`src/include/cgra_cfg_config.svh`:
```
`ifndef CGRA_CFG_CONFIG_SVH
`define CGRA_CFG_CONFIG_SVH

// array size
`define CGRA_N_PE 4

// words buffered between host loader and bus dispatcher
`define CGRA_FIFO_DEPTH 8

// instruction slots per PE, addressed by instr_addr_t
`define CGRA_INSTR_DEPTH 256

// constant registers per PE, addressed by const_addr_t
`define CGRA_N_CONST 8

`endif

```
`src/source/cgra_cfg_pkg.sv`:
```
package cgra_cfg_pkg;

  typedef logic [15:0] pe_id_t;
  typedef logic [7:0]  instr_addr_t;
  typedef logic [15:0] instr_t;
  typedef logic [2:0]  const_addr_t;
  typedef logic [15:0] const_t;
  typedef logic [7:0]  pc_t;
  typedef logic [39:0] conf_data_t;

  typedef enum logic [3:0] {
    set_instruction = 4'd0,
    set_const       = 4'd1,
    set_pc_max      = 4'd2,
    set_loop        = 4'd3,
    set_ignore      = 4'd4,
    conf_nop        = 4'd15
  } conf_op_e;

  // per-opcode views of the data field, lowest field last
  typedef struct packed {
    logic [$bits(conf_data_t)-$bits(instr_t)-$bits(instr_addr_t)-1:0] pad;
    instr_t      instr;
    instr_addr_t addr;
  } instr_field_t;

  typedef struct packed {
    logic [$bits(conf_data_t)-$bits(const_t)-$bits(const_addr_t)-1:0] pad;
    const_t      value;
    const_addr_t idx;
  } const_field_t;

  typedef struct packed {
    logic [$bits(conf_data_t)-$bits(pc_t)-1:0] pad;
    pc_t value;
  } pc_field_t;

  // op sits in the low nibble of the bus
  typedef struct packed {
    conf_data_t data;
    pe_id_t     pe_id;
    conf_op_e   op;
  } conf_word_t;

  typedef struct packed {
    pc_t pc_max;
    pc_t pc_loop;
    pc_t ignore_until;
  } pe_ctrl_t;

  localparam conf_word_t conf_nop_word = '{data: '0, pe_id: '0, op: conf_nop};

endpackage

```
`src/source/pe_conf_mem.sv`:
```
`timescale 1ns/1ps
`include "cgra_cfg_config.svh"

module pe_conf_mem (
  input  logic                      clk,
  input  logic                      instr_we,
  input  cgra_cfg_pkg::instr_addr_t instr_waddr,
  input  cgra_cfg_pkg::instr_t      instr_wdata,
  input  logic                      const_we,
  input  cgra_cfg_pkg::const_addr_t const_waddr,
  input  cgra_cfg_pkg::const_t      const_wdata,
  input  cgra_cfg_pkg::instr_addr_t fetch_addr,
  input  cgra_cfg_pkg::const_addr_t const_raddr,
  output cgra_cfg_pkg::instr_t      fetch_instr,
  output cgra_cfg_pkg::const_t      const_rdata
);
  import cgra_cfg_pkg::*;

  instr_t instr_mem [`CGRA_INSTR_DEPTH];
  const_t const_rf  [`CGRA_N_CONST];

  // program store
  always_ff @(posedge clk) begin
    if (instr_we) begin
      instr_mem[instr_waddr] <= instr_wdata;
    end
  end

  // constant register file
  always_ff @(posedge clk) begin
    if (const_we) begin
      const_rf[const_waddr] <= const_wdata;
    end
  end

  // fetch side reads are asynchronous
  assign fetch_instr = instr_mem[fetch_addr];
  assign const_rdata = const_rf[const_raddr];

endmodule

```
`config.mk`:
```
export PLATFORM = sky130hd
export DESIGN_NAME = pe_conf_mem
export DESIGN_NICKNAME = d
export VERILOG_FILES = /design/src/source/cgra_cfg_pkg.sv /design/src/source/pe_conf_mem.sv
export VERILOG_INCLUDE_DIRS = /design/src /design/src/include
export SDC_FILE = /design/constraint.sdc
export NUM_CORES = 2
export LEC_CHECK = 0
export BUFFER_PORTS_ARGS = -buffer_cell sky130_fd_sc_hd__buf_4
export CAP_MARGIN = 25
export CORE_MARGIN = 2
export CORE_UTILIZATION = 30
export CTS_CLUSTER_SIZE = 16
export DETAILED_ROUTE_END_ITERATION = 6
export GPL_TIMING_DRIVEN = 0
export PLACE_DENSITY = 0.41
export SYNTH_ARGS = -nofsm -noshare
export SYNTH_HDL_FRONTEND = slang
export SYNTH_MEMORY_MAX_BITS = 65536
export SYNTH_SLANG_ARGS = --single-unit
export TNS_END_PERCENT = 30
```
`constraint.sdc`:
```
create_clock -name clk -period 3.97 [get_ports clk]
set_input_delay 0 -clock clk [delete_from_list [all_inputs] [get_ports clk]]
set_output_delay 0 -clock clk [all_outputs]
set_load 0.05 [all_outputs]
```
==> metrics <==
main area contributors after synthesis sky130_fd_sc_hd__edfxtp_1, sky130_fd_sc_hd__mux4_2, sky130_fd_sc_hd__mux2i_1; post-route worst setup slack -0.306 ns; cell count after synthesis 7595; count of yosys warnings during synthesis 0; endpoint type of the worst setup path output pin; initial cell density of the core 30.1%; Post-synth EDFFs 4224; fin crit share 108%; number of storage elements in the synthesis netlist 4224; die span in x 742 um; Hold/Removal Path Class primary input to flop; count of maximum capacitance violations 0; GRT Total Usage 25.8%; total via count in the routed design 92600; max-slew violation count 0; sum of routed wire segments on met1 293000 um; instance area after placement 0.181 mm2; DRC violation count after routing 0; final count of hold timing violations 0; Top FF cell, synth sky130_fd_sc_hd__edfxtp_1; clock slew at reported path FFs 0.06 ns; combinational share of power 7.5%; number of detailed-route iterations in the first pass 6; RSZ-0062 raised after global routing yes; number of global-route vias before repair 88800; antenna violations before repair 93; GPL Wtd Cong 0.954; final hold slack 0.0583 ns; area share of the leading cell type in the synthesized netlist 77.6%; top cell type by total area after synthesis sky130_fd_sc_hd__edfxtp_1; Routed wire per std cell 44.8 um; crit path kind primary input to output pin; relative contribution of the clock network to total power 43.2%; count of unique library cells instantiated by Yosys 68; post-detailed-placement half-perimeter wirelength 508000 um; switching power share of the total 24.0%; worst endpoint required time 3.97 ns; maximum fanout encountered on the critical timing path 10; top-count cell post-synth sky130_fd_sc_hd__edfxtp_1; # clock sinks 4224; total leakage power 62.9 nW; ys async rst share 0%; clock tree from TritonCTS yes; Power Internal 0.0759 W; Period minus WS final 4.28 ns; Max transition margin 19.7%; part of the Yosys area used for sequential elements 77.6%; upper clock frequency limit 234 MHz; top layer in use met5; Power Dens Cells 499 mW/mm2; Met3 Routed Length 66900 um; largest net degree at the start of global routing 153; most frequent cells after synthesis sky130_fd_sc_hd__edfxtp_1, sky130_fd_sc_hd__mux4_2, sky130_fd_sc_hd__mux2i_1; placeable core region 0.544 mm2; area of the die 0.551 mm2; status finished with violations; design area 0.200 mm2; slew at the pin closest to its max-slew limit 1.20 ns; largest voltage drop on the vdd net 0.389 mV; crit path DAT 4.28 ns; die height 742 um; clock root buffer master sky130_fd_sc_hd__clkbuf_16; Inserted Clock Buffers 464; Rows 271; Buffers on Ports 78; fraction of final layout cells sized beyond drive strength 1 30.5%; relative contribution of sequential cells to total power 49.3%; # H-tree levels 5; wire length reported by the detailed router 729000 um; launching element type of the critical path primary input; number of nets still failing antenna checks after routing 0; number of nets produced by synthesis 7652; initial DRC count 14700; number of buffers on the longest clock path 4; DR WL met2 321000 um; wire length of the first global-routing pass 927000 um; Finish-stage setup viols 16; combined area of all synthesized cells 0.164 mm2; Net Sw Power 0.0240 W; mean instance size in the synthesized netlist 21.5 um2; area growth from synthesis to layout 22.5%; post-DR vias/cell 5.69; final-stage net count 8664; num ports 89; final global-route overflow total 0; failing checks negative setup slack
[metrics by stage]
step / std cells / worst slack (ns) / total power [W] / utilization [%] / TNS, ns
global route: 16200 / -0.131 / 0.102 / 36.8 / -0.893
global placement: 14900 / -5.37 / 0.0567 / 31.8 / -1335.90
floorplan: 7595 / 0.688 / 0.0528 / - / 0
detailed placement: 15300 / -3.10 / 0.0571 / 33.4 / -37.28
CTS: 16200 / -0.220 / 0.100 / 36.8 / -1.45
finish: 16300 / -0.306 / 0.0999 / 36.8 / -2.69
[worst max-delay path: stages]
cell and delay, ns:
sky130_fd_sc_hd__buf_4 0.18, sky130_fd_sc_hd__clkbuf_1 0.80, sky130_fd_sc_hd__nand3_2 0.57, sky130_fd_sc_hd__nor2_2 0.63, sky130_fd_sc_hd__buf_2 0.53, sky130_fd_sc_hd__a2111o_1 0.45
sky130_fd_sc_hd__nor4_2 0.08, sky130_fd_sc_hd__buf_4 0.20, sky130_fd_sc_hd__o2111ai_2 0.12, sky130_fd_sc_hd__buf_6 0.22, sky130_fd_sc_hd__nor4_4 0.06, sky130_fd_sc_hd__buf_4 0.17
sky130_fd_sc_hd__buf_4 0.19
[sequential cells by signal, indices dropped and copies added (netlist names)]
signal,cells
instr_mem,4096
const_rf,128
[cell type report]
cell class              instances  area (um2)
clock inverters               302        2950
fillers                     49700      344000
well taps                    7234        9050
diodes                         27        67.6
flip-flops and latches       4224      127000
clock buffers                 555       12000
plain buffers                 454        4180
repair buffers                547        8470
multi-input cells            2910       36700
inverters                       6        26.3
[metal layers]
layer,global-route usage (%),up-vias
met5,0,-
met2,39.0,5621
met3,5.80,1389
met4,13.7,16
li1,-,34500
met1,34.8,51000
[final timing paths]
path                            to  slack, ns             from  depth (start not counted)
min   instr_mem[111][10]$_DFFE_PP_       0.06  instr_wdata[10]                          2
max                 fetch_instr[8]      -0.31    fetch_addr[6]                         13
[power groups by stage]
| stage | clock [W] | combinational (W) | sequential [W] |
|---|---|---|---|
| 2_1_floorplan | 0 | 0.00259 | 0.0502 |
| 3_3_place_gp | 0 | 0.00639 | 0.0503 |
| 3_5_place_dp | 0 | 0.00690 | 0.0502 |
| 4_1_cts | 0.0437 | 0.00736 | 0.0492 |
| 5_1_grt | 0.0452 | 0.00752 | 0.0492 |
| 6_report | 0.0432 | 0.00753 | 0.0492 |
[cells by family after synthesis]
group | share of synthesized area, %
DFF | 77.6
AOI/OAI and AO/OA | 3.41
muxes | 15.2
buffers and inverters | 1.85
and+or+nand+nor | 1.99
[repair_timing]
action	in CTS	in global routing
endpoints found under the setup margin	16	14
setup buffers	17	6
hold endpoints to repair	4425	0
pin swaps	52	25
gates resized for setup	597	53
hold buffers	82	0
[placed cells by master, fill, tap and decap left out, types with 58 or more instances in the layout]
cell and n:
sky130_fd_sc_hd__dlygate4sd3_1 75, sky130_fd_sc_hd__nor2_2 136, sky130_fd_sc_hd__o22ai_1 137, sky130_fd_sc_hd__clkbuf_2 58, sky130_fd_sc_hd__o221ai_1 113, sky130_fd_sc_hd__clkbuf_1 174
sky130_fd_sc_hd__mux4_2 783, sky130_fd_sc_hd__nand2_1 96, sky130_fd_sc_hd__clkinv_1 143, sky130_fd_sc_hd__clkbuf_16 468, sky130_fd_sc_hd__nor2_1 70, sky130_fd_sc_hd__mux4_1 66
sky130_fd_sc_hd__mux2i_1 520, sky130_fd_sc_hd__buf_8 201, sky130_fd_sc_hd__nor2_4 133, sky130_fd_sc_hd__buf_12 132, sky130_fd_sc_hd__edfxtp_1 4224, sky130_fd_sc_hd__buf_16 95
sky130_fd_sc_hd__buf_6 96, sky130_fd_sc_hd__nor3_1 93, sky130_fd_sc_hd__a21oi_1 127, sky130_fd_sc_hd__a22oi_1 105, sky130_fd_sc_hd__buf_4 152, sky130_fd_sc_hd__clkinv_2 75
No activity file was read; power rests on OpenSTA's default activity.
