--- src/include/cgra_cfg_config.svh ---
`ifndef CGRA_CFG_CONFIG_SVH
`define CGRA_CFG_CONFIG_SVH

// array size
`define CGRA_N_PE 4

// words buffered between host loader and bus dispatcher
`define CGRA_FIFO_DEPTH 8

// instruction slots per PE, addressed by instr_addr_t
`define CGRA_INSTR_DEPTH 256

// constant registers per PE, addressed by const_addr_t
`define CGRA_N_CONST 8

`endif

--- src/source/cgra_cfg_pkg.sv ---
package cgra_cfg_pkg;

  typedef logic [15:0] pe_id_t;
  typedef logic [7:0]  instr_addr_t;
  typedef logic [15:0] instr_t;
  typedef logic [2:0]  const_addr_t;
  typedef logic [15:0] const_t;
  typedef logic [7:0]  pc_t;
  typedef logic [39:0] conf_data_t;

  typedef enum logic [3:0] {
    set_instruction = 4'd0,
    set_const       = 4'd1,
    set_pc_max      = 4'd2,
    set_loop        = 4'd3,
    set_ignore      = 4'd4,
    conf_nop        = 4'd15
  } conf_op_e;

  // per-opcode views of the data field, lowest field last
  typedef struct packed {
    logic [$bits(conf_data_t)-$bits(instr_t)-$bits(instr_addr_t)-1:0] pad;
    instr_t      instr;
    instr_addr_t addr;
  } instr_field_t;

  typedef struct packed {
    logic [$bits(conf_data_t)-$bits(const_t)-$bits(const_addr_t)-1:0] pad;
    const_t      value;
    const_addr_t idx;
  } const_field_t;

  typedef struct packed {
    logic [$bits(conf_data_t)-$bits(pc_t)-1:0] pad;
    pc_t value;
  } pc_field_t;

  // op sits in the low nibble of the bus
  typedef struct packed {
    conf_data_t data;
    pe_id_t     pe_id;
    conf_op_e   op;
  } conf_word_t;

  typedef struct packed {
    pc_t pc_max;
    pc_t pc_loop;
    pc_t ignore_until;
  } pe_ctrl_t;

  localparam conf_word_t conf_nop_word = '{data: '0, pe_id: '0, op: conf_nop};

endpackage

--- src/source/cfg_fifo.sv ---
`timescale 1ns/1ps
`include "cgra_cfg_config.svh"

module cfg_fifo #(
  parameter int DEPTH = `CGRA_FIFO_DEPTH
) (
  input  logic                     clk,
  input  logic                     rst,
  input  logic                     push,
  input  cgra_cfg_pkg::conf_word_t push_word,
  input  logic                     pop,
  output cgra_cfg_pkg::conf_word_t pop_word,
  output logic                     full,
  output logic                     empty
);
  import cgra_cfg_pkg::*;

  localparam int ptr_w = (DEPTH > 1) ? $clog2(DEPTH) : 1;
  localparam int cnt_w = $clog2(DEPTH + 1);

  conf_word_t       mem [DEPTH];
  logic [ptr_w-1:0] wr_ptr;
  logic [ptr_w-1:0] rd_ptr;
  logic [cnt_w-1:0] count;
  logic             do_push;
  logic             do_pop;

  // wraps for any depth, not just powers of two
  function automatic logic [ptr_w-1:0] next_ptr(input logic [ptr_w-1:0] p);
    return (p == ptr_w'(DEPTH - 1)) ? '0 : p + 1'b1;
  endfunction

  assign full     = (count == cnt_w'(DEPTH));
  assign empty    = (count == '0);
  assign do_push  = push && !full;
  assign do_pop   = pop && !empty;
  assign pop_word = mem[rd_ptr];

  always_ff @(posedge clk) begin
    if (do_push) begin
      mem[wr_ptr] <= push_word;
    end
  end

  always_ff @(posedge clk) begin
    if (rst) begin
      wr_ptr <= '0;
      rd_ptr <= '0;
      count  <= '0;
    end else begin
      if (do_push) begin
        wr_ptr <= next_ptr(wr_ptr);
      end
      if (do_pop) begin
        rd_ptr <= next_ptr(rd_ptr);
      end
      case ({do_push, do_pop})
        2'b10:   count <= count + 1'b1;
        2'b01:   count <= count - 1'b1;
        default: count <= count;
      endcase
    end
  end

endmodule

--- config.mk ---
export PLATFORM = sky130hd
export DESIGN_NAME = cfg_fifo
export DESIGN_NICKNAME = d
export VERILOG_FILES = /design/src/source/cgra_cfg_pkg.sv /design/src/source/cfg_fifo.sv
export VERILOG_INCLUDE_DIRS = /design/src /design/src/include
export SDC_FILE = /design/constraint.sdc
export NUM_CORES = 1
export LEC_CHECK = 0
export ABC_AREA = 1
export BUFFER_PORTS_ARGS = -buffer_cell sky130_fd_sc_hd__buf_2
export CAP_MARGIN = 20
export CORE_MARGIN = 4
export CORE_UTILIZATION = 60
export DETAILED_ROUTE_END_ITERATION = 16
export GPL_TIMING_DRIVEN = 0
export MAX_ROUTING_LAYER = met4
export PLACE_DENSITY_LB_ADDON = 0.05
export SYNTH_ARGS = -nofsm -noshare
export SYNTH_HDL_FRONTEND = slang
export SYNTH_SLANG_ARGS = --single-unit
--- constraint.sdc ---
create_clock -name clk -period 4.8 [get_ports clk]
set_input_delay 0 -clock clk [delete_from_list [all_inputs] [get_ports clk]]
set_output_delay 0 -clock clk [all_outputs]
set_load 0.03 [all_outputs]
==> impl_metrics.env, run 1 <==
export IMPL_status="finished clean"
export IMPL_post_cts_buffers=0
export IMPL_fillers=2050
export IMPL_grt_overflow_total=0
export IMPL_ys_async_sr_fraction_pct=0
export IMPL_tritoncts="built"
export IMPL_grt_max_degree=30
export IMPL_holdCritPathClass="in2reg"
export IMPL_grt_pass1_vias=12680
export IMPL_critPathCaptureType="output port"
export IMPL_finalWorstSetupSlack_ns=1.960
export IMPL_clkSlewWorstSetupHoldPaths_ns=0.06
export IMPL_synth_edff_count=480
export IMPL_postSynthCellCount=1443
export IMPL_clockBufferDepth=3
export IMPL_via_per_inst=5.819
export IMPL_fin_nets=1771
export IMPL_ant_nets=0
export IMPL_start_util_pct=61.41
export IMPL_crit_type="reg2out"
export IMPL_worst_ep_required_time_ns=4.80
export IMPL_synth_main_ff_cell="edfxtp_1"
export IMPL_drc_errors=0
export IMPL_clock_latency_ns=0.56
export IMPL_max_slew_margin_rel_pct=44.79
export IMPL_yosysSeqAreaShare_pct=75.15
export IMPL_yosysTopAreaCell="edfxtp_1"
export IMPL_internal_power_uw=8331
export IMPL_die_y_um=188.4
export IMPL_finalSetupViolations=0
export IMPL_rsz0062_at_grt="false"
export IMPL_yosys_warnings=0
export IMPL_track_usage_pct=26.35
export IMPL_grt_pass1_wl_mm=70.56
export IMPL_power_density_mw_per_mm2=521.3
export IMPL_maxCapViolations=0
export IMPL_synth_common_cells="edfxtp_1 (480), nor2_1 (217), nand2_1 (200)"
export IMPL_syn2layout_area_growth_pct=19.81
export IMPL_vias=12660
export IMPL_crit_fanout=10
export IMPL_die_area_mm2=0.03550
export IMPL_startpoint_type="register"
export IMPL_syn_area_per_cell_um2=13.53
export IMPL_clkPwrFrac_pct=30.8
export IMPL_crit_arrival_ns=2.84
export IMPL_fin_util_pct=73.57
export IMPL_io_buffers=124
export IMPL_dpl_hpwl_mm=27.31
export IMPL_clock_sinks=493
export IMPL_yosysUniqueCellTypes=27
export IMPL_finalMaxSlewViolations=0
export IMPL_antenna_found_initial=1
export IMPL_h_tree_depth=2
export IMPL_synth_top_area_share_pct=73.81
export IMPL_syn_nets=1514
export IMPL_fmax_mhz=352.2
export IMPL_cts_buffers=49
export IMPL_yosys_top_cells_area="edfxtp_1 (74%), nor2_1 (4.2%), nand2_1 (3.8%)"
export IMPL_core_mm2=0.03180
export IMPL_pwr_share_seq_pct=42.0
export IMPL_drtPass1Iterations=5
export IMPL_dp_cells=2020
export IMPL_netSwitchingPower_uw=3867
export IMPL_synth_ff_latch_count=493
export IMPL_rows=65
export IMPL_die_width_um=188.4
export IMPL_totalWireLength_mm=46.20
export IMPL_drive_gt1_share_pct=17.18
export IMPL_gp_congestion=0.7716
export IMPL_ir_worst_vdd_uv=472.6
export IMPL_min_period_ns=2.840
export IMPL_hold_viol=0
export IMPL_wl_per_cell_um=21.23
export IMPL_final_cells=2176
export IMPL_swShare_pct=31.70
export IMPL_pwr_share_comb_pct=27.2
export IMPL_power_leakage_uw=0.008211
export IMPL_synth_most_common_cell="edfxtp_1"
export IMPL_synth_area_mm2=0.01953
export IMPL_drtIter0Drc=1315
export IMPL_fin_skew_ns=0.009313
export IMPL_worst_pin_slew_ns=0.8263
export IMPL_dp_slack_ns=2.153
export IMPL_cts_root_buf="clkbuf_16"
export IMPL_timing_final_crit_share_pct=59.16
export IMPL_ios=126
## cells in the final DEF (no fill, tap or decap), types with 2 or more instances in the layout
| cell | instances |
|---|---|
| a21oi_1 | 7 |
| buf_12 | 22 |
| buf_16 | 8 |
| buf_2 | 152 |
| buf_4 | 2 |
| bufinv_16 | 5 |
| clkbuf_1 | 55 |
| clkbuf_16 | 51 |
| clkbuf_2 | 4 |
| clkinv_1 | 15 |
| clkinv_2 | 2 |
| dfxtp_1 | 13 |
| dlygate4sd3_1 | 64 |
| edfxtp_1 | 480 |
| ha_1 | 7 |
| inv_1 | 15 |
| mux2i_1 | 60 |
| nand2_1 | 200 |
| nand3_1 | 6 |
| nor2_1 | 209 |
| nor2_2 | 40 |
| nor2_4 | 8 |
| o21ai_0 | 143 |
| o21ai_1 | 100 |
| o22ai_1 | 60 |
| xnor2_1 | 2 |
## power groups by stage
stage / logic, µW / registers, µW / clock network, µW
after CTS: 3300 / 5120 / 3790
after global routing: 3580 / 5140 / 3990
final: 3310 / 5120 / 3760
after detailed placement: 3230 / 5210 / 0
after floorplan: 2160 / 5220 / 0
after global placement: 3050 / 5260 / 0
## per-layer routing
metal	vias up	GRT usage [%]	part of all wire [%]
met4	0	8.744	2.6
li1	5767	-	-
met5	-	-	0
met2	625	41.33	47
met1	6167	36.34	42
met3	104	3.779	8.2
## cell type report
class | instances | area [µm²] | share of cell area, %
timing repair buffer | 206 | 1682 | 7.188
sequential | 493 | 14670 | 62.72
multi-input combinational | 847 | 4277 | 18.28
tap | 435 | 544.3 | 2.326
buffer | 86 | 573.1 | 2.449
inverter | 17 | 63.81 | 0.2727
clock buffer | 68 | 1350 | 5.770
clock inverter | 23 | 230.2 | 0.9840
antenna | 1 | 2.502 | 0.01070
## worst max-delay path, stage by stage, from the launching register on
cell	delay, ns
dfxtp_1	0.30
clkbuf_1	0.53
clkinv_1	0.53
clkbuf_1	0.43
nand2_1	0.20
nand2_1	0.10
buf_2	0.19
## cell families (layout without fill, tap and decap cells)
| family | Yosys count | count (layout) | synth area share (%) |
|---|---|---|---|
| compound gates | 312 | 312 | 8.407 |
| simple gates | 465 | 465 | 9.528 |
| flops | 493 | 493 | 75.15 |
| fa+ha+maj | 7 | 7 | 0.4485 |
| mux | 60 | 60 | 3.076 |
| buf+inv | 103 | 400 | 3.261 |
| xor+xnor | 3 | 3 | 0.1346 |
| other cells | 0 | 1 | 0 |
## final timing paths
| check | startpoint | endpoint | slack (ns) | cells after the start |
|---|---|---|---|---|
| setup reg to reg | count[1] | mem[1][53] | 2.14 | 9 |
| setup / recovery | register | pop_word[54] | 1.96 | 6 |
| hold reg to reg | rd_ptr[2] | rd_ptr[2] | 0.51 | 2 |
| hold / removal | push_word[20] | mem[1][20] | 0.25 | 2 |
## registers in the layout, indices dropped and copies added, names as in the netlist, named ones only
register  cells
count         4
wr_ptr        3
mem         480
rd_ptr        3
## repair_timing
action	in CTS	in global routing
endpoints found under the setup margin	0	0
hold buffers	64	0
endpoints found under the hold margin	493	0
gates resized for setup	0	0
## metrics by stage
| stage | power [µW] | instance area, µm² | hold slack [ns] | TNS [ns] |
|---|---|---|---|---|
| final | 12200 | 23400 | 0.2488 | 0 |
| after global placement | 8300 | 20690 | 0.2667 | -589.42 |
| after CTS | 12210 | 23390 | 0.2371 | 0 |
| after global routing | 12710 | 23400 | 0.2585 | 0 |
| after floorplan | 7379 | 19530 | 0.09887 | 0 |
| after detailed placement | 8443 | 21170 | 0.2705 | 0 |
Power figures use the tool's default switching activity.
==> run 2: changes to the inputs <==
==> constraint.sdc (replaced) <==
create_clock -name clk -period 3 [get_ports clk]
set_input_delay 0 -clock clk [delete_from_list [all_inputs] [get_ports clk]]
set_output_delay 0 -clock clk [all_outputs]
set_load 0.03 [all_outputs]
==> impl_metrics.env, run 2 (synthesis gave the netlist of run 1 again) <==
export IMPL_start_util_pct=61.41
export IMPL_rsz0062_at_grt="false"
export IMPL_drc_errors=0
export IMPL_die_y_um=188.4
export IMPL_clock_sinks=493
export IMPL_clkSlewWorstSetupHoldPaths_ns=0.06
export IMPL_worst_r2r_cell_count=8
export IMPL_min_period_ns=2.752
export IMPL_clock_latency_ns=0.54
export IMPL_largest_reg_flops=480
export IMPL_largestRegisters="mem x480, count x4"
export IMPL_finalSetupViolations=0
export IMPL_rr_endpoint="mem[7][57]"
export IMPL_dpl_hpwl_mm=26.98
export IMPL_fillers=2047
export IMPL_layout_commonest_cell="edfxtp_1"
export IMPL_final_cell_mix="edfxtp_1 (480), nor2_1 (209), nand2_1 (200)"
export IMPL_h_tree_depth=2
export IMPL_grt_overflow_total=0
export IMPL_critPathCaptureType="output port"
export IMPL_ir_worst_vdd_uv=668.2
export IMPL_hold_viol=0
export IMPL_cts_buffers=48
export IMPL_drive_gt1_share_pct=17.31
export IMPL_clockBufferDepth=3
export IMPL_track_usage_pct=25.92
export IMPL_wl_per_cell_um=20.76
export IMPL_grt_pass1_wl_mm=69.31
export IMPL_worst_ep_required_time_ns=3.00
export IMPL_grt_pass1_vias=12370
export IMPL_totalWireLength_mm=45.04
export IMPL_timing_rr_start="count[1]"
export IMPL_via_per_inst=5.745
export IMPL_holdCritPathClass="in2reg"
export IMPL_maxCapViolations=0
export IMPL_max_slew_margin_rel_pct=48.88
export IMPL_crit_arrival_ns=2.75
export IMPL_crit_fanout=10
export IMPL_fmax_mhz=363.3
export IMPL_timing_final_crit_share_pct=91.75
export IMPL_io_buffers=124
export IMPL_startpoint_type="register"
export IMPL_finalWorstSetupSlack_ns=0.2475
export IMPL_syn2layout_area_growth_pct=19.24
export IMPL_hold_end="mem[1][57]"
export IMPL_vias=12470
export IMPL_cts_root_buf="clkbuf_16"
export IMPL_drtPass1Iterations=5
export IMPL_final_cells=2170
export IMPL_dp_slack_ns=0.3908
export IMPL_hold_path_depth=2
export IMPL_fin_nets=1770
export IMPL_power_leakage_uw=0.008162
export IMPL_hold_worst_slack_ns=0.2738
export IMPL_status="finished clean"
export IMPL_power_density_mw_per_mm2=818.7
export IMPL_ios=126
export IMPL_drtIter0Drc=1544
export IMPL_hp_start="push_word[57]"
export IMPL_fin_skew_ns=0.02117
export IMPL_die_width_um=188.4
export IMPL_ant_nets=0
export IMPL_core_mm2=0.03180
export IMPL_r2r_setup_slack_ns=0.41
export IMPL_antenna_found_initial=2
export IMPL_die_area_mm2=0.03550
export IMPL_worst_pin_slew_ns=0.7650
export IMPL_tritoncts="built"
export IMPL_largest_register="mem"
export IMPL_dp_cells=2020
export IMPL_post_cts_buffers=0
export IMPL_gp_congestion=0.8016
export IMPL_rows=65
export IMPL_grt_max_degree=27
export IMPL_crit_type="reg2out"
export IMPL_finalMaxSlewViolations=0
## run 2: power breakdown
part           switching, µW  total (µW)  internal, µW  leakage [µW]
clock network           2380        5670          3290      0.000718
logic                   3540        5200          1660       0.00298
registers                133        8190          8060       0.00446
total                   6050       19100         13000       0.00816
## run 2: worst max-delay path: stages, from the launching register on
cell,delay [ns]
dfxtp_1,0.32
clkbuf_1,0.53
clkinv_1,0.48
clkbuf_1,0.41
nand2_1,0.16
nand2_1,0.10
buf_2,0.20
## run 2: how the worst max path moves through the flow
stage	start	end	slack, ns	depth (start not counted)
finish	register	pop_word[1]	0.25	6
global route	register	pop_word[28]	0.08	6
CTS	register	pop_word[1]	0.22	6
detailed placement	count[1]	mem[7][57]	0.39	8
global placement	count[0]	mem[7][57]	-3.32	6
floorplan	count[1]	mem[1][0]	-0.89	6
## run 2: through the flow
stage	TNS (ns)	power [µW]	cell area [µm²]	util (%)
CTS	0	19130	23280	73.20
finish	0	19060	23280	73.22
floorplan	-213.57	11800	19540	-
global route	0	19950	23280	73.22
detailed placement	0	13430	21170	66.56
global placement	-1031.20	13250	20700	65.10
## run 2: repair_timing
item / 4_1_cts / 5_1_grt
gates resized for setup: 0 / 0
hold buffers: 64 / 0
endpoints found under the hold margin: 493 / 0
## run 2: cell type report
cell class | count | area [µm²] | share of cell area (%)
inverter | 17 | 63.81 | 0.2741
buffer | 86 | 573.1 | 2.461
timing repair buffer | 206 | 1674 | 7.190
tap | 435 | 544.3 | 2.338
multi-input combinational | 847 | 4277 | 18.37
antenna | 2 | 5.005 | 0.02149
sequential | 493 | 14670 | 63.02
clock inverter | 20 | 170.2 | 0.7308
clock buffer | 64 | 1303 | 5.594
## run 2: routing by layer
layer | global-route usage, % | vias up | part of all wire, %
li1 | - | 5753 | -
met4 | 6.979 | 0 | 2.1
met1 | 36.78 | 6075 | 42
met3 | 3.946 | 85 | 7.9
met5 | - | - | 0
met2 | 40.21 | 553 | 48
