==> src/include/cgra_cfg_config.svh <==
`ifndef CGRA_CFG_CONFIG_SVH
`define CGRA_CFG_CONFIG_SVH

// array size
`define CGRA_N_PE 4

// words buffered between host loader and bus dispatcher
`define CGRA_FIFO_DEPTH 8

// instruction slots per PE, addressed by instr_addr_t
`define CGRA_INSTR_DEPTH 256

// constant registers per PE, addressed by const_addr_t
`define CGRA_N_CONST 8

`endif

==> src/source/cgra_cfg_pkg.sv <==
package cgra_cfg_pkg;

  typedef logic [15:0] pe_id_t;
  typedef logic [7:0]  instr_addr_t;
  typedef logic [15:0] instr_t;
  typedef logic [2:0]  const_addr_t;
  typedef logic [15:0] const_t;
  typedef logic [7:0]  pc_t;
  typedef logic [39:0] conf_data_t;

  typedef enum logic [3:0] {
    set_instruction = 4'd0,
    set_const       = 4'd1,
    set_pc_max      = 4'd2,
    set_loop        = 4'd3,
    set_ignore      = 4'd4,
    conf_nop        = 4'd15
  } conf_op_e;

  // per-opcode views of the data field, lowest field last
  typedef struct packed {
    logic [$bits(conf_data_t)-$bits(instr_t)-$bits(instr_addr_t)-1:0] pad;
    instr_t      instr;
    instr_addr_t addr;
  } instr_field_t;

  typedef struct packed {
    logic [$bits(conf_data_t)-$bits(const_t)-$bits(const_addr_t)-1:0] pad;
    const_t      value;
    const_addr_t idx;
  } const_field_t;

  typedef struct packed {
    logic [$bits(conf_data_t)-$bits(pc_t)-1:0] pad;
    pc_t value;
  } pc_field_t;

  // op sits in the low nibble of the bus
  typedef struct packed {
    conf_data_t data;
    pe_id_t     pe_id;
    conf_op_e   op;
  } conf_word_t;

  typedef struct packed {
    pc_t pc_max;
    pc_t pc_loop;
    pc_t ignore_until;
  } pe_ctrl_t;

  localparam conf_word_t conf_nop_word = '{data: '0, pe_id: '0, op: conf_nop};

endpackage

==> src/source/cfg_dispatch.sv <==
`timescale 1ns/1ps

module cfg_dispatch (
  input  logic                     clk,
  input  logic                     rst,
  input  logic                     empty,
  input  cgra_cfg_pkg::conf_word_t pop_word,
  output logic                     pop,
  output cgra_cfg_pkg::conf_word_t conf_bus,
  output logic [7:0]               bad_op_count
);
  import cgra_cfg_pkg::*;

  logic op_known;

  // drain one word per cycle, the bus never stalls
  assign pop = !empty;

  always_comb begin
    case (pop_word.op)
      set_instruction,
      set_const,
      set_pc_max,
      set_loop,
      set_ignore: begin
        op_known = 1'b1;
      end
      default: begin
        op_known = 1'b0;
      end
    endcase
  end

  always_ff @(posedge clk) begin
    if (rst) begin
      conf_bus     <= conf_nop_word;
      bad_op_count <= '0;
    end else begin
      // idle and rejected cycles both show a nop
      conf_bus <= conf_nop_word;
      if (pop && op_known) begin
        conf_bus <= pop_word;
      end
      // saturating count of dropped words
      if (pop && !op_known && (bad_op_count != 8'hff)) begin
        bad_op_count <= bad_op_count + 1'b1;
      end
    end
  end

endmodule

==> config.mk <==
export PLATFORM = sky130hd
export DESIGN_NAME = cfg_dispatch
export DESIGN_NICKNAME = d
export VERILOG_FILES = /design/src/include/cgra_cfg_config.svh /design/src/source/cgra_cfg_pkg.sv /design/src/source/cfg_dispatch.sv
export SDC_FILE = /design/constraint.sdc
export NUM_CORES = 1
export LEC_CHECK = 0
export BUFFER_PORTS_ARGS = -buffer_cell sky130_fd_sc_hd__buf_2
export CORE_MARGIN = 3
export CORE_UTILIZATION = 30
export CTS_CLUSTER_DIAMETER = 100
export CTS_CLUSTER_SIZE = 8
export DETAILED_ROUTE_END_ITERATION = 12
export GPL_ROUTABILITY_DRIVEN = 0
export PLACE_DENSITY = 0.7
export RECOVER_POWER = 25
export SYNTH_ARGS = -nofsm -noshare
export SYNTH_HDL_FRONTEND = slang
export SYNTH_SLANG_ARGS = --single-unit
==> constraint.sdc <==
create_clock -name clk -period 1.6 [get_ports clk]
set_input_delay 0.24 -clock clk [delete_from_list [all_inputs] [get_ports clk]]
set_output_delay 0.24 -clock clk [all_outputs]
set_load 0.02 [all_outputs]
==> results.md, run 1 <==
- Status: finished, final reports clean
- Initial cell density of the core: around a third
- Layout Nets: between 300 and 400
- DRC Markers: 0
- Worst R2R Setup Slack: 0.13 ns
- Setup Skew: 0.001385 ns
- Max-Cap Viols: 0
- CP Class: reg -> reg
- Total power draw: approximately 0.0033 W
- Total number of H-tree levels: 3
- Maximum fanout along the worst path: 7
- R2r startpoint: bad_op_count[0]
- Yosys reg bits: slightly below 70
- Global-route usage over all layers: 11.40%
- Drt pass-1 iters: 4
- Worst reg2reg path depth: 4
- Post CTS Setup Buffer Count: 0
- Reg area: roughly 1400 µm²
- Worst relative slew slack: 46.62%
- Clock buffer depth: 2
- Antenna diodes: 0
- Core Rows: 29
- WL/cell: approximately 11 µm
- CP max stage cell: or4_1
- Pwr Density: between 1000 and 1500 nW/µm²
- IO Pins: ~130
- Initial antenna violation count: 0
- Count of cell types in the netlist: 31
- Post-Route WL: approximately 4500 µm
- CTS tree: done
- Fmax: 681.9 MHz
- Sequential-to-total area share from yosys stat: ~66%
- Final setup TNS: 0 ns
- Worst Setup Start Kind: register
- Num Clock Sinks: 68
- Port bufs: between 100 and 150
- RR Endpoint: bad_op_count[4]
- Die area: between 7000 and 8000 µm²
- Total CTS buffers: 9
- Final setup fails: 0
- Synthesis warning total: 0
- Via count: ~1600
- Clk Latency, worst-skew pair: roughly 0.33 ns
- Area of the multi-input gates: 659.4 µm²
- CP max stage delay: around 0.47 ns
- Die Ht: around 89 µm
- Required time worst endpoint: about 1.9 ns
- Clk slew on worst S/H paths: roughly 0.080 ns
- Worst Hold Path EP: conf_bus[56]
- Peak supply drop: ~530 µV
- Hpwl dp: 3428 µm
- Antenna-violating nets left: 0
- Cell chain of the critical path: ha_2 > nand3_1 > or4_1 > a21oi_1
- Pin slew with the least headroom to its limit: 0.8007 ns
- Final hold vios: 0
- Largest net degree at the start of global routing: 36
- Core area: 6495 µm²
- Leakage: 1.471 nW
- Share of cells above drive strength 1: 47.80%
- Root Buffer Master: clkbuf_8
- Grt ovf: 0
- Number of global-route vias before repair: ~1500
- Area growth syn-to-layout: 44.99%
- Family with the most delay on the worst path: simple AND/OR/NAND/NOR gates
- Data arrival time of the critical path: approximately 1.7 ns
- Hold Path Class: in -> reg
- Via/cell ratio: about 4.2
- First-pass GRT wire length: slightly below 7000 µm
- Syn_nets: approximately 240
- Die X: roughly 89 µm
- CP Depth: 4
- Fill count: 625
- Hold Crit Start: pop_word[56]
- Worst path bufs/invs: 0
- Syn Inst Count: approximately 180
- Mean post-synth cell area: approximately 12 µm²
- Detailed Route Iter0 Violations: 10
- Worst Setup End Kind: register
- RSZ-0062 raised after global routing: false
- Final worst path period share: approximately nine tenths
- Cell Area, Synth: approximately 2100 µm²
- Max Slew Vio Count: 0
- Minimum clock period after layout: 1.466 ns
- Worst hold stages: 2
-- metal layers --
layer	wire length [µm]	vias to the layer above	GRT usage (%)	share of wire, %
li1	-	845	-	-
met1	1960	696	12.53	43
met2	1966	88	18.42	44
met3	484	11	4.749	11
met4	102	0	6.593	2.3
met5	0	-	0	0
-- repair_timing --
| action | in CTS | in global routing |
|---|---|---|
| endpoints found under the setup margin | 0 | 1 |
| resized for setup | 0 | 1 |
| hold buffers | 0 | 0 |
-- worst reg2reg max path: stages, from the launching register on --
cell,delay [ns]
dfxtp_1,0.41
ha_2,0.27
nand3_1,0.10
or4_1,0.47
a21oi_1,0.14
-- report_power, final --
| part | switching (W) | internal, W | total (W) | leakage (nW) |
|---|---|---|---|---|
| Sequential | 0.0000123 | 0.00173 | 0.00174 | 0.551 |
| Clock | 0.000631 | 0.000710 | 0.00134 | 0.0873 |
| Combinational | 0.000120 | 0.000106 | 0.000226 | 0.832 |
-- metrics by stage --
stage | setup slack, ns | utilization, % | hold WS (ns) | cell area (µm²) | cells
2_1_floorplan | 0.04714 | - | 0.3415 | 2061 | 177
3_3_place_gp | 0.1483 | 43.17 | 0.4390 | 2804 | 380
3_5_place_dp | 0.1222 | 43.17 | 0.4411 | 2804 | 380
4_1_cts | 0.1006 | 46.10 | 0.07607 | 2994 | 395
5_1_grt | 0.01068 | 46.00 | 0.07412 | 2988 | 395
6_report | 0.1336 | 46.00 | 0.09813 | 2988 | 395
-- synth_stat cells --
master / n / area share (%)
a211oi_4: 1 / 0.97
a21oi_1: 3 / 0.73
a221oi_1: 1 / 0.43
a311oi_1: 2 / 0.85
a31oi_1: 2 / 0.61
and2_1: 56 / 17
and3_1: 1 / 0.30
buf_2: 5 / 1.2
clkbuf_1: 2 / 0.36
clkinv_1: 1 / 0.18
dfxtp_1: 68 / 66
ha_1: 1 / 0.61
inv_1: 4 / 0.73
mux2_1: 1 / 0.55
mux2i_1: 2 / 0.97
nand2b_1: 5 / 1.5
nand3_1: 5 / 1.2
nand3_2: 1 / 0.49
nor2_1: 3 / 0.55
nor2b_1: 1 / 0.30
nor3_1: 1 / 0.24
nor3_2: 1 / 0.49
nor4_1: 2 / 0.61
nor4_2: 1 / 0.61
o21a_1: 1 / 0.36
o21a_2: 1 / 0.43
o21ai_0: 1 / 0.24
o21ai_1: 1 / 0.24
o21ai_2: 1 / 0.43
o31ai_1: 1 / 0.36
or4_1: 1 / 0.36
-- area by class of cell --
class / instances / share of cell area (%)
inverter: 5 / 0.6281
sequential: 68 / 45.56
clock buffer: 9 / 4.146
tap: 77 / 3.224
timing repair buffer: 133 / 22.15
clock inverter: 6 / 2.219
multi-input combinational: 97 / 22.07
-- how the worst max path moves through the flow --
stage / from / to / slack [ns]
2_1_floorplan: bad_op_count[0] / bad_op_count[4] / 0.05
3_3_place_gp: bad_op_count[0] / bad_op_count[4] / 0.15
3_5_place_dp: bad_op_count[0] / bad_op_count[4] / 0.12
4_1_cts: bad_op_count[0] / bad_op_count[4] / 0.10
5_1_grt: bad_op_count[0] / bad_op_count[4] / 0.01
6_report: bad_op_count[0] / bad_op_count[4] / 0.13
-- placed cells by master (no fill, tap or decap), drive strengths merged, types with 3 or more instances in the layout --
cell        n
clkinvlp    3
a21oi       3
clkinv      3
nor2        3
clkbuf     13
nand3       6
dfxtp      68
buf       129
nor4        3
nand2b      5
and2       56
inv         4
o21ai       3
-- cells by family after synthesis --
family | Yosys count | share of synthesized area (%)
simple gates | 78 | 23.68
flops | 68 | 66.06
compound gates | 15 | 5.647
buf+inv | 12 | 2.489
mux | 3 | 1.518
fa+ha+maj | 1 | 0.6071
-- sequential cells by signal (all words and copies together), names as in the netlist --
register	flops
bad_op_count	8
conf_bus	60
Note: power is estimated with default switching activity, not from simulation.
==> run 2: changes to the inputs <==
- PLACE_DENSITY: 0.7 -> not set
==> run 2 against run 1 <==
  * Via count rose by 2.4%
  * Maximum frequency fell by 1.6%
  * Wire length rose by 5.0%
  * Non-clock buffer count did not move
  * Clock skew rose by 0.00051 ns
  * Clock power rose by 4%
  * Cell area fell by 0.17%
  * Die area did not move
  * Count of clock-buffer cells in the layout did not move
  * First-iteration DRC count rose to 3.2 times the previous value
  * Total power rose by 1.3%
  * Critical path type unchanged
==> results.md, run 2 (synthesis gave the netlist of run 1 again) <==
- First-pass GRT wire length: 6810 µm (+0.62%)
- Largest register FFs: 60 (unchanged)
- Area growth syn-to-layout: 44.75%
- Max Slew Vio Count: 0 (unchanged)
- Critical Path End: bad_op_count[4]
- Hold_buf cts: 0 (unchanged)
- Comb power frac: 6.6% (-0.2 points)
- R2r startpoint: bad_op_count[0]
- Leakage: 1.489 nW (+1.2%)
- Sequential fraction of design power: 52.0% (-0.6 points)
- Worst reg2reg path depth: 4 (unchanged)
- CP Class: reg -> reg
- Global-route usage over all layers: 11.60% (+0.20 points)
- NetSw: 0.0007890 W (+3.5%)
- Core area: 6495 µm² (unchanged)
- Clk slew on worst S/H paths: 0.08 ns (about the same)
- Final Cell Area: 2983 µm² (-0.17%)
- Final setup fails: 0 (unchanged)
- Layout Nets: 378 (unchanged)
- Maximum fanout along the worst path: 7 (unchanged)
- DRC Markers: 0 (unchanged)
- Detailed Route Iter0 Violations: 32 (+22)
- Pwr Density: 1122 nW/µm² (+1.4%)
- Root Buffer Master: clkbuf_8
- Setup Skew: 0.001898 ns (+0.0005132 ns)
- Switching Fraction: 23.57% (+0.50 points)
- Largest net degree at the start of global routing: 33 (-8.3%)
- Drt pass-1 iters: 4 (unchanged)
- Die area: 7900 µm² (unchanged)
- CP startpoint: bad_op_count[0]
- Hold Path Class: in -> reg
- Worst R2R Setup Slack: 0.11 ns (-0.02 ns)
- Worst relative slew slack: 70.03% (+23 points)
- Internal power: 0.002559 W (+0.62%)
- Clock buffer depth: 2 (unchanged)
- Post CTS Setup Buffer Count: 0 (unchanged)
- Data arrival time of the critical path: 1.76 ns (+0.03 ns)
- Status: finished, final reports clean
- Hold slack: 0.1017 ns (+0.003522 ns)
- Worst Setup End Kind: register
- Number of global-route vias before repair: 1501 (-2.1%)
- Antenna-violating nets left: 0 (unchanged)
- Final worst path period share: 93.17% (+1.5 points)
- Hpwl dp: 3567 µm (+4.1%)
- Num Clock Sinks: 68 (unchanged)
- Initial cell density of the core: 31.73% (unchanged)
- WL/cell: 11.97 µm (+4.7%)
- Clock network power share: 41.4% (+0.9 points)
- Fill count: 632 (+1.1%)
- RR Endpoint: bad_op_count[4]
- Final hold vios: 0 (unchanged)
- Grt ovf: 0 (unchanged)
- Peak supply drop: 832.1 µV (+58%)
- IO Pins: 132 (unchanged)
- Commonest non-fill, non-tap cell in the layout: buf_2
- Required time worst endpoint: 1.87 ns (about the same)
- Post-Route WL: 4740 µm (+5.0%)
- Share of cells above drive strength 1: 47.96% (+0.16 points)
- CTS tree: done
- Minimum clock period after layout: 1.491 ns (+0.02420 ns)
- Final setup TNS: 0 ns (unchanged)
- Initial antenna violation count: 0 (unchanged)
- Max-Cap Viols: 0 (unchanged)
- Register bank with the most flops: conf_bus
- Die X: 88.88 µm (unchanged)
- Total CTS buffers: 9 (unchanged)
- Port bufs: 131 (unchanged)
- Total number of H-tree levels: 3 (unchanged)
- Fmax: 670.9 MHz (-1.6%)
- Post_cts resized: 0 (unchanged)
- Worst Setup Start Kind: register
- Core Rows: 29 (unchanged)
- Clk Latency, worst-skew pair: 0.33 ns (about the same)
- Commonest cells after routing, fill and taps aside: buf_2, dfxtp_1, and2_1
- Pin slew with the least headroom to its limit: 0.4495 ns (-0.3512 ns)
- Via count: 1679 (+2.4%)
- RSZ-0062 raised after global routing: false
- Biggest registers after layout: conf_bus (60), bad_op_count (8)
- Antenna diodes: 0 (unchanged)
- Via/cell ratio: 4.240 (+2.1%)
- Cell area after placement: 2804 µm² (unchanged)
- Die Ht: 88.88 µm (unchanged)
## run 2: cell count changes in the layout (fill, tap and decap cells not counted)
cell,previous run,this run
and2_0,15,3
and2_1,41,53
inv_6,0,2
clkbuf_1,3,2
clkbuf_2,1,2
clkinv_4,1,0
nor4_1,2,3
nor4_4,1,0
## run 2: cell type report
class	count	area [µm²]	area share, %
Multi-Input combinational cell	97	644.4	21.60
Clock buffer	9	123.9	4.153
Sequential cell	68	1361	45.64
Tap cell	77	96.34	3.230
Timing Repair Buffer	133	663.1	22.23
Inverter	5	18.77	0.6292
Clock inverter	7	75.07	2.517
## run 2: worst min-delay path by stage
stage                            start            to  slack, ns  depth (start not counted)
after floorplan            pop_word[0]   conf_bus[0]       0.34                          1
after global placement    pop_word[40]  conf_bus[40]       0.44                          2
after detailed placement  pop_word[19]  conf_bus[19]       0.44                          2
after CTS                 pop_word[47]  conf_bus[47]       0.08                          2
after global routing      pop_word[44]  conf_bus[44]       0.07                          2
final                     pop_word[47]  conf_bus[47]       0.10                          2
## run 2: power groups by stage
| stage | Sequential, W | Combinational [W] | Clock [W] |
|---|---|---|---|
| 2_1_floorplan | 0.00183 | 0.0000588 | 0 |
| 3_3_place_gp | 0.00178 | 0.000228 | 0 |
| 3_5_place_dp | 0.00178 | 0.000230 | 0 |
| 4_1_cts | 0.00174 | 0.000230 | 0.00146 |
| 5_1_grt | 0.00174 | 0.000245 | 0.00154 |
| 6_report | 0.00174 | 0.000221 | 0.00139 |
## run 2: stage by stage
| stage | power, W | cells | worst slack (ns) | utilization, % |
|---|---|---|---|---|
| 3_5_place_dp | 0.002009 | 380 | 0.1002 | 43.17 |
| 5_1_grt | 0.003524 | 396 | 0.0004095 | 45.93 |
| 6_report | 0.003348 | 396 | 0.1094 | 45.93 |
| 4_1_cts | 0.003425 | 396 | 0.08191 | 46.23 |
| 3_3_place_gp | 0.002006 | 380 | 0.1384 | 43.17 |
| 2_1_floorplan | 0.001885 | 177 | 0.04714 | - |
## run 2: critical path, cell delays in order (launching register included)
cell and delay [ns]:
dfxtp_1 0.42, ha_2 0.28, nand3_1 0.11, or4_1 0.48, a21oi_1 0.15
## run 2: per-layer routing
layer,share of wire [%],up-vias,GRT usage [%]
met5,0,-,0
met1,40,742,11.99
met4,1.5,0,4.945
met3,11,7,7.635
met2,47,84,18.49
li1,-,846,-
==> run 3: changes to the inputs <==
- CORE_UTILIZATION: 30 -> 41
- PLACE_DENSITY: not set -> 0.78
==> run 3 against run 2 <==
  * Count of clock-buffer cells in the layout rose by 2
  * Global-route usage rose by 4.2 points
  * Die area fell by 25%
  * Via count fell by 3.0%
  * Critical path depth did not move
  * Sequential share of layout area fell by 0.99 points
  * Flip-flop and latch count did not move
  * Non-clock buffer count did not move
  * Critical endpoint unchanged
  * Largest cell class unchanged
  * Largest power group unchanged
==> results.md, run 3 (synthesis gave the netlist of run 1 again) <==
- Max Slew Vio Count: 0 (unchanged)
- Largest register FFs: 60 (unchanged)
- Hold_buf cts: 0 (unchanged)
- Final worst path period share: 93.00% (-0.17 points)
- Pwr Density: 1213 nW/µm² (+8.1%)
- Total CTS buffers: 9 (unchanged)
- Peak supply drop: 599.3 µV (-28%)
- Via/cell ratio: 4.220 (-0.46%)
- Final hold vios: 0 (unchanged)
- Pin slew with the least headroom to its limit: 0.5957 ns (+0.1462 ns)
- WL/cell: 11.71 µm (-2.2%)
- Hpwl dp: 3397 µm (-4.8%)
- Fill count: 437 (-31%)
- Max-Cap Viols: 0 (unchanged)
- Fmax: 672.1 MHz (+0.18%)
- IO Pins: 132 (unchanged)
- Cell area after placement: 2804 µm² (unchanged)
- Register bank with the most flops: conf_bus
- Die area: 5913 µm² (-25%)
- Antenna-violating nets left: 0 (unchanged)
- Worst R2R Setup Slack: 0.11 ns (about the same)
- Area growth syn-to-layout: 47.97%
- Setup Skew: 0.0008286 ns (-0.001070 ns)
- Core Rows: 25 (-14%)
- CP Class: reg -> reg
- Initial cell density of the core: 43.06% (+11 points)
- Minimum clock period after layout: 1.488 ns (-0.002690 ns)
- Die X: 76.90 µm (-13%)
- Worst Setup Start Kind: register
- Commonest cells after routing, fill and taps aside: buf_2, dfxtp_1, and2_1
- Antenna diodes: 0 (unchanged)
- Status: finished, final reports clean
- Largest net degree at the start of global routing: 52 (+58%)
- Hold Crit Start: pop_word[37]
- Worst reg2reg path depth: 4 (unchanged)
- Share of cells above drive strength 1: 47.65% (-0.31 points)
- Worst Setup End Kind: register
- Biggest registers after layout: conf_bus (60), bad_op_count (8)
- Layout Nets: 378 (unchanged)
- Final setup TNS: 0 ns (unchanged)
- Clk slew on worst S/H paths: 0.07 ns (about the same)
- Clock buffer depth: 2 (unchanged)
- Port bufs: 131 (unchanged)
- Leakage: 1.538 nW (+3.3%)
- Commonest non-fill, non-tap cell in the layout: buf_2
- R2r startpoint: bad_op_count[0]
- Total number of H-tree levels: 3 (unchanged)
- RSZ-0062 raised after global routing: false
- DRC Markers: 0 (unchanged)
- Worst hold stages: 2 (unchanged)
- First-pass GRT wire length: 7376 µm (+8.3%)
- Drt pass-1 iters: 4 (unchanged)
- Non-Filler Instances: 386 (-2.5%)
- Initial antenna violation count: 0 (unchanged)
- Die Ht: 76.90 µm (-13%)
- Clk Latency, worst-skew pair: 0.31 ns (-0.02 ns)
- Post-Route WL: 4519 µm (-4.7%)
- Placed cells: 370 (-2.6%)
- Worst Hold Path EP: conf_bus[37]
- Via count: 1629 (-3.0%)
- Data arrival time of the critical path: 1.73 ns (-0.03 ns)
- Detailed Route Iter0 Violations: 49 (+53%)
- Final Cell Area: 3049 µm² (+2.2%)
- RR Endpoint: bad_op_count[4]
- Worst relative slew slack: 59.92% (-10 points)
- CTS tree: done
- Core area: 4786 µm² (-26%)
- Hold slack: 0.1154 ns (+0.01376 ns)
- Number of global-route vias before repair: 1589 (+5.9%)
- Num Clock Sinks: 68 (unchanged)
- Final setup fails: 0 (unchanged)
- Global-route usage over all layers: 15.76% (+4.2 points)
- Required time worst endpoint: 1.85 ns (-0.02 ns)
- Grt ovf: 0 (unchanged)
- Hold Path Class: in -> reg
- Maximum fanout along the worst path: 7 (unchanged)
- Root Buffer Master: clkbuf_8
## run 3: final cells by class
cell class	count	area [µm²]	share of cell area, %
Sequential cell	68	1361	44.65
Multi-Input combinational cell	97	650.6	21.34
Clock buffer	11	151.4	4.965
Tap cell	67	83.83	2.749
Inverter	5	18.77	0.6155
Clock inverter	5	106.4	3.488
Timing Repair Buffer	133	676.9	22.20
## run 3: through the flow
stage	setup WS [ns]	util, %	power (W)
final	0.1120	63.71	0.003699
after global routing	0.01161	63.71	0.003871
after CTS	0.04780	63.97	0.003758
after detailed placement	0.08930	58.59	0.002010
after global placement	0.1533	58.59	0.002006
after floorplan	0.04714	-	0.001885
## run 3: critical path: stages, from the launching register on
cell and delay [ns]:
dfxtp_1 0.41, ha_2 0.28, nand3_1 0.11, or4_1 0.47
a21oi_1 0.15
## run 3: how the worst max path moves through the flow
stage	start	endpoint	slack [ns]	depth (start not counted)
after CTS	bad_op_count[0]	bad_op_count[4]	0.05	4
after global routing	bad_op_count[3]	bad_op_count[0]	0.01	4
after detailed placement	bad_op_count[0]	bad_op_count[4]	0.09	4
final	bad_op_count[0]	bad_op_count[4]	0.11	4
after global placement	bad_op_count[0]	bad_op_count[4]	0.15	4
after floorplan	bad_op_count[0]	bad_op_count[4]	0.05	4
## run 3: layer usage
metal  up-vias  wire length [µm]  track usage, %
met2        81              2173           26.05
met5         -                 0               0
met3         4               486           5.986
met4         0                44           7.428
li1        846                 -               -
met1       698              1815           17.89
## run 3: what timing repair did
item | in CTS | in global routing
resized for setup | 0 | 2
buffers inserted | 0 | 0
endpoints found under the setup margin | 0 | 2
## run 3: report_power, final
part,switching [W],leakage (nW),internal [W]
sequential,0.0000120,0.551,0.00173
combinational,0.000116,0.860,0.000108
clock,0.000609,0.126,0.00113
total,0.000737,1.54,0.00296
